**src/logic/c2v_params.svh**
```systemverilog
/* raster, picture window, buffer and audio divider constants
   include wherever a block needs the frame geometry or the rates */
`ifndef C2V_PARAMS_SVH
`define C2V_PARAMS_SVH

// full 720p frame including blanking
`define C2V_TOTAL_W 1650
`define C2V_TOTAL_H 750

// 3x scaled console picture, 768 x 672
`define C2V_PIC_X0 256
`define C2V_PIC_X1 1024
`define C2V_PIC_Y0 24
`define C2V_PIC_Y1 696

// ring of 16 console lines
`define C2V_LINES_LOG2 4
`define C2V_VISIBLE_LINES 224

// 74.25 MHz pixel clock divided down to ~32 kHz release and 48 kHz clock
`define C2V_AUDIO_IN_DIV 2320
`define C2V_AUDIO_OUT_HALF 773
`define C2V_FIFO_LOG2 2

`define C2V_BORDER 24'h303030

// console lines that trigger and re-arm frame sync
`define C2V_SYNC_LINE 2
`define C2V_SYNC_CLEAR_LINE 200

`endif
```
**src/logic/c2v_pkg.sv**
```systemverilog
/* shared types for the console-to-720p video and audio bridge
   every block refers to these by scoped name */
`default_nettype none

package c2v_pkg;

    // console pixel, blue in the top bits, red in the low five
    typedef logic [14:0] rgb15_t;
    // output pixel, red / green / blue, 8 bits each
    typedef logic [23:0] rgb24_t;

    typedef logic [10:0] raster_x_t;
    typedef logic [9:0]  raster_y_t;

    // 4 line bits on top of 8 column bits
    typedef logic [11:0] buf_addr_t;

    typedef logic [15:0] sample_t;

    typedef struct packed {
        sample_t left;
        sample_t right;
    } stereo_t;

    // console video inputs as seen in the pixel clock domain
    typedef struct packed {
        logic       strobe;
        logic       hblank;
        logic       vblank;
        rgb15_t     color;
        logic [8:0] xs;
        // bit 8 carries the field, low bits the line
        logic [8:0] ys;
    } console_dot_t;

    typedef struct packed {
        raster_x_t x;
        raster_y_t y;
    } raster_pos_t;

    typedef enum logic [1:0] {
        sync_running,
        sync_paused,
        sync_done
    } sync_state_t;

endpackage

`default_nettype wire

```
**src/logic/audio_pacer.sv**
```systemverilog
/* stereo sample FIFO released at ~32 kHz plus the 48 kHz audio clock
   feeds the sample and clock inputs of the downstream HDMI core */
`timescale 1ns/10ps
`default_nettype none

`include "c2v_params.svh"

module audio_pacer (
    input  wire              clk_pixel,
    input  wire              resetn,
    input  c2v_pkg::stereo_t audio_in,
    input  wire              audio_ready,
    output logic             audio_en,
    output c2v_pkg::stereo_t audio_out,
    output logic             audio_strobe,
    output logic             clk_audio
);

    localparam int depth     = 1 << `C2V_FIFO_LOG2;
    localparam int ptr_w     = `C2V_FIFO_LOG2 + 1;
    localparam int in_div_w  = $clog2(`C2V_AUDIO_IN_DIV);
    localparam int out_div_w = $clog2(`C2V_AUDIO_OUT_HALF);

    c2v_pkg::stereo_t       fifo_mem [0:depth-1];
    // one extra bit tells full from empty
    logic [`C2V_FIFO_LOG2:0] wr_ptr;
    logic [`C2V_FIFO_LOG2:0] rd_ptr;
    logic                    full;
    logic                    empty;
    logic                    push;
    logic                    release_tick;
    logic [in_div_w-1:0]     in_div;
    logic [out_div_w-1:0]    out_div;
    logic                    out_wrap;

    assign empty = (wr_ptr == rd_ptr);
    assign full  = (wr_ptr[`C2V_FIFO_LOG2] != rd_ptr[`C2V_FIFO_LOG2]) &&
                   (wr_ptr[`C2V_FIFO_LOG2-1:0] == rd_ptr[`C2V_FIFO_LOG2-1:0]);

    // console is told to stop before a push would be lost
    assign audio_en = ~full;
    assign push     = audio_ready & ~full;

    always_ff @(posedge clk_pixel) begin
        if (push) begin
            fifo_mem[wr_ptr[`C2V_FIFO_LOG2-1:0]] <= audio_in;
        end
    end

    assign release_tick = (in_div == in_div_w'(`C2V_AUDIO_IN_DIV - 1));

    // release divider, pops one pair per wrap when available
    always_ff @(posedge clk_pixel) begin
        if (resetn) begin
            wr_ptr       <= '0;
            rd_ptr       <= '0;
            in_div       <= '0;
            audio_strobe <= 1'b0;
            audio_out    <= '0;
        end else begin
            audio_strobe <= 1'b0;
            in_div       <= release_tick ? '0 : in_div + in_div_w'(1);
            if (push) begin
                wr_ptr <= wr_ptr + ptr_w'(1);
            end
            if (release_tick && !empty) begin
                audio_out    <= fifo_mem[rd_ptr[`C2V_FIFO_LOG2-1:0]];
                audio_strobe <= 1'b1;
                rd_ptr       <= rd_ptr + ptr_w'(1);
            end
        end
    end

    assign out_wrap = (out_div == out_div_w'(`C2V_AUDIO_OUT_HALF - 1));

    // 48 kHz square wave
    always_ff @(posedge clk_pixel) begin
        if (resetn) begin
            out_div   <= '0;
            clk_audio <= 1'b0;
        end else begin
            out_div <= out_wrap ? '0 : out_div + out_div_w'(1);
            if (out_wrap) begin
                clk_audio <= ~clk_audio;
            end
        end
    end

endmodule

`default_nettype wire

```
**config.mk**
```make
export PLATFORM = sky130hd
export DESIGN_NAME = audio_pacer
export DESIGN_NICKNAME = d
export VERILOG_FILES = /design/src/logic/c2v_pkg.sv /design/src/logic/audio_pacer.sv
export VERILOG_INCLUDE_DIRS = /design/src /design/src/logic
export SDC_FILE = /design/constraint.sdc
export NUM_CORES = 1
export LEC_CHECK = 0
export BUFFER_PORTS_ARGS = -buffer_cell sky130_fd_sc_hd__buf_2
export CORE_AREA = 4 4 132 134
export CTS_BUF_LIST = sky130_fd_sc_hd__clkbuf_4
export CTS_CLUSTER_DIAMETER = 150
export CTS_CLUSTER_SIZE = 14
export DETAILED_ROUTE_END_ITERATION = 6
export DIE_AREA = 0 0 136 138
export PLACE_DENSITY = 0.74
export SLEW_MARGIN = 20
export SYNTH_ARGS = -nofsm -noshare
export SYNTH_HDL_FRONTEND = slang
export SYNTH_SLANG_ARGS = --single-unit
```
**constraint.sdc**
```tcl
create_clock -name clk_pixel -period 2.8 [get_ports clk_pixel]
set_input_delay 0.28 -clock clk_pixel [delete_from_list [all_inputs] [get_ports clk_pixel]]
set_output_delay 0.28 -clock clk_pixel [all_outputs]
set_load 0.02 [all_outputs]
```
---- Word-level counts from Yosys, hierarchy flattened ----
Memory sizes are Yosys's and may differ from the RTL's. A register that Yosys moved wholly into a read port is not among the register bits.
Index checks and enable logic that the tools add are counted.
storage, ports and cells
  bits in read-only memories .............. 0
  bits in latches ......................... 0
  logic and storage cells ................. 27
  memories ................................ 1
  flip-flop bits (word level) ............. 30
  bits in writable memories ............... 128
cells by class
  shifts and indexed selects .............. 0
  add/subtract/negate cells ............... 4
  div/mod/pow operators ................... 0
  $mul .................................... 0
  reductions and logical operators ........ 5
  order comparisons ....................... 0
  bitwise gates (word level) .............. 3
  mux-type cells .......................... 3
  equal/unequal tests ..................... 5
memories
  name      words  width  rd ports  clocked after memory_dff  write ports  line               source
  fifo_mem  4      32     1         1                         1            audio_pacer.sv:24  c2v_pkg::stereo_t fifo_mem [0:depth-1];
operators with widths
  operator                                        number
  adder 12 x 1 -> 12 bit (second input constant)  1
  equality test 12 bit (second input constant)    1
  adder 10 x 1 -> 10 bit (second input constant)  1
  equality test 10 bit (second input constant)    1
  adder 3 x 1 -> 3 bit (second input constant)    2
  OR reduction 2 bit                              2
  equality test 3 bit                             1
  2-to-1 mux 1 bit                                3
  equality test 2 bit                             1
  logical AND 1 bit                               2
  NOT 1 bit                                       2
  AND 1 bit                                       1
  zero test 1 bit                                 1
  inequality test 1 bit                           1

---- Longest topological paths before layout ----
  depth in word-level cells ............... 6
  gate-level depth with buffers ........... 7
  depth with buffers taken out ............ 6

---- Least setup slack after synthesis ----
Ideal clock, no wire load.
  path kind ............................... register to register
  start point ............................. register rd_ptr[1]
  end point ............................... memory fifo_mem[0][0] in the netlist's numbering, enable pin
  setup slack ............................. 0.635 ns
  clock period less this slack ............ 2.165 ns
  cell stages (with the launch flop) ...... 5
  data arrival time ....................... 1.773 ns
  cells stage by stage .................... dfxtp_1 buf_2 xor2_1 o31a_1 and2_1
on the way
  word-level cells in the longest chain between the ends .. 6
RTL lines
  element                   line               source
  start: declaration        audio_pacer.sv:27  logic [`C2V_FIFO_LOG2:0] rd_ptr;
  start signal: assignment  audio_pacer.sv:69  rd_ptr <= rd_ptr + ptr_w'(1);
  equality test 2 bit       audio_pacer.sv:38  (wr_ptr[`C2V_FIFO_LOG2-1:0] == rd_ptr[`C2V_FIFO_LOG2-1:0]);
  logical AND 1 bit         audio_pacer.sv:37  assign full = (wr_ptr[`C2V_FIFO_LOG2] != rd_ptr[`C2V_FIFO_LOG2]) &&
  NOT 1 bit                 audio_pacer.sv:42  assign push = audio_ready & ~full;
  AND 1 bit                 audio_pacer.sv:42
  2-to-1 mux 1 bit          audio_pacer.sv:45  if (push) begin
  2-to-1 mux 1 bit          audio_pacer.sv:46  fifo_mem[wr_ptr[`C2V_FIFO_LOG2-1:0]] <= audio_in;
  end: declaration          audio_pacer.sv:24
Every way passes these cells.

---- Final worst setup path ----
  start point ............................. register rd_ptr[1]
  end point ............................... memory fifo_mem[1][21] in the netlist's numbering, enable pin
Same word-level chain as after synthesis.

==> metrics.txt <==
Slew Limit Headroom 0.564; syn_nets between 500 and 600; post-synth top area cell edfxtp_1; register area share after synthesis 0.701; Yosys reg bits 190; critical path required time between 3 and 4 ns; Max Transition Viols Final 0; min Tclk post-route 2.32 ns; top cells by area, synth edfxtp_1 (53%), dfxtp_1 (17%), mux4_2 (9.9%); input/output buffers between 60 and 70; Routed WL per cell 18.1 um; Root Buffer clkbuf_4; number of global-route vias before repair roughly 4400; Cell Area, Synth roughly 7200 sq um; Routed Antenna Nets 0; row count 47; routability cong. about 0.76; peak supply drop 377 uV; CP endpoint kind flip-flop; final hold vios 0; Max Clk Rate approximately 430 MHz; deepest clock path buffer count 2; Synthesis Warnings 0; Leakage 2.86 nW; CP arrival about 2.6 ns; Cell Pwr Density between 500 and 600 nW/um^2; Max Cap Viol 0; Placed Instances about 750; Yosys cell types 37; RSZ-0062 raised after global routing false; Critical Path Fanout Max 22; status completed; CTS Sinks between 150 and 200; Tot Pwr slightly below 5 mW; fin worst setup slack ~0.48 ns; GRT Overall Usage 0.164; Top Ports 70; Die Span X between 100 and 150 um; Setup WS pre-CTS ~0.48 ns; starting density of the core 0.445; final setup violation count 0; Iter 0 DRT Violations roughly 240; CTS H-tree depth 4; core footprint between 15000 and 20000 sq um; global-route wire length before repair about 24000 um; detailed-route DRC error count 0; Die Y roughly 140 um; area share of the largest cell type after synthesis 0.530; Skew-Pair Late Insertion Delay ~0.57 ns; hpwl dp about 9600 um; nets 620; die area between 15000 and 20000 sq um; Post-Layout Cell Count approximately 800; total grt overflow 0; worst hold path type input pin to flip-flop; Least-Margin Pin Slew around 0.65 ns; Worst Path Class, Setup flip-flop to flip-flop; drt pass-1 iters 4; layout cells sized above 1 0.269; Worst-path clk slew around 0.15 ns; syn avg cell area 15.3 sq um; area grow syn2layout 16.3%; CTS buffer count 17; Worst setup SP type flip-flop; Routed WL approximately 15000 um; largest net degree at the start of global routing 36; Final period util 0.827; Clock Skew about 0.019 ns; CTS tree done; vias per cell roughly 5.3; antenna violations before repair 1; cells after synthesis around 470; setup total negative slack 0 ns; via count roughly 4300
## state kept, by name (all words and copies together) (netlist names)
name          flops
rd_ptr            3
in_div           12
wr_ptr            3
audio_out        32
audio_strobe      1
out_div          10
clk_audio         1
fifo_mem        128
## critical path, cell delays in order, from the launching register on
cell and delay (ns):
dfxtp_2 0.59, xor2_1 0.23, o31a_1 0.34, and2_2 0.62, buf_4 0.27
## stage by stage
| step | area (sq um) | util | hold WS, ns |
|---|---|---|---|
| 2_1_floorplan | 7250 | - | 0.379 |
| 3_3_place_gp | 7840 | 0.481 | 0.444 |
| 3_5_place_dp | 7840 | 0.481 | 0.465 |
| 4_1_cts | 8430 | 0.517 | 0.159 |
| 5_1_grt | 8430 | 0.517 | 0.193 |
| 6_report | 8430 | 0.517 | 0.197 |
## cell usage after synthesis
cell type and instances:
xnor2_1 19, nor3_2 1, dfxtp_1 62, inv_1 11, buf_4 6, nor3b_1 1
and2_1 4, mux4_2 32, nor2_1 29, o21ai_1 3, o21ai_0 31, nor4_1 2
nor3_1 5, buf_1 3, or4_1 1, mux2_2 1, mux2i_1 1, clkbuf_1 9
buf_6 1, nor2b_1 1, a21oi_1 35, nand3_1 43, or2_1 1, edfxtp_1 128
a21bo_2 1, o31a_1 1, xor2_1 6, nand4_1 2, buf_2 10, and3_1 4
nand2_1 3, nor4b_2 2, or3_1 2, nand3_2 1, nand2b_1 1, ha_1 8
nand3b_1 2
## path summary, 6_finish.rpt
kind / to / slack [ns] / cells past startpoint / start
max: fifo_mem[1][21] / 0.48 / 4 / rd_ptr[1]
min: clk_audio / 0.20 / 2 / resetn
max reg2reg: fifo_mem[1][21] / 0.48 / 4 / rd_ptr[1]
min reg2reg: audio_out[11] / 0.48 / 2 / audio_out[11]
## cells in the final DEF, fill, tap and decap left out, types with 3 or more instances in the layout
master / netlist / layout
edfxtp_1: 128 / 128
buf_2: 10 / 69
dfxtp_1: 62 / 60
nand3_1: 43 / 42
a21oi_1: 35 / 35
mux4_2: 32 / 32
dlygate4sd3_1: 0 / 32
o21ai_0: 31 / 31
nor2_1: 29 / 29
xnor2_1: 19 / 19
clkbuf_4: 0 / 17
buf_4: 6 / 12
inv_1: 11 / 11
ha_1: 8 / 8
xor2_1: 6 / 6
nor3_1: 5 / 5
clkinv_4: 0 / 5
and2_2: 0 / 4
and3_1: 4 / 4
clkinv_2: 0 / 4
nand2_1: 3 / 3
o21ai_1: 3 / 3
## final cells by class
class / instances / area, sq um
fill: 1329 / 7860
tap: 220 / 275
clock inverter: 15 / 138
sequential: 190 / 5090
timing repair buffer: 114 / 776
clock buffer: 17 / 128
multi-input combinational: 243 / 1980
inverter: 11 / 41.3
antenna: 1 / 2.50
## kinds of logic (layout without fill, tap and decap cells)
| family | after synthesis | in the layout | synth area share |
|---|---|---|---|
| flops | 190 | 190 | 0.701 |
| simple gates | 105 | 105 | 0.0754 |
| compound gates | 71 | 71 | 0.0502 |
| buf+inv | 40 | 157 | 0.0266 |
| mux | 34 | 34 | 0.102 |
| xor+xnor | 25 | 25 | 0.0302 |
| fa+ha+maj | 8 | 8 | 0.0138 |
| other cells | 0 | 1 | 0 |
## timing repair
action,in CTS,in global routing
setup buffers,0,0
hold endpoints to repair,128,0
endpoints found under the setup margin,0,0
hold buffers,32,0
gates resized for setup,0,0
## layer usage
layer,global-route usage,up-vias,routed length [um]
met1,0.211,2128,5990
li1,-,1995,-
met2,0.277,133,7560
met5,0,-,0
met3,0.0385,27,887
met4,0.0515,0,224
## power breakdown
group | internal [mW] | switching (mW)
clock network | 0.451 | 0.918
logic | 0.123 | 0.200
registers | 3.10 | 0.0342
(Power assumes the default switching activity.)
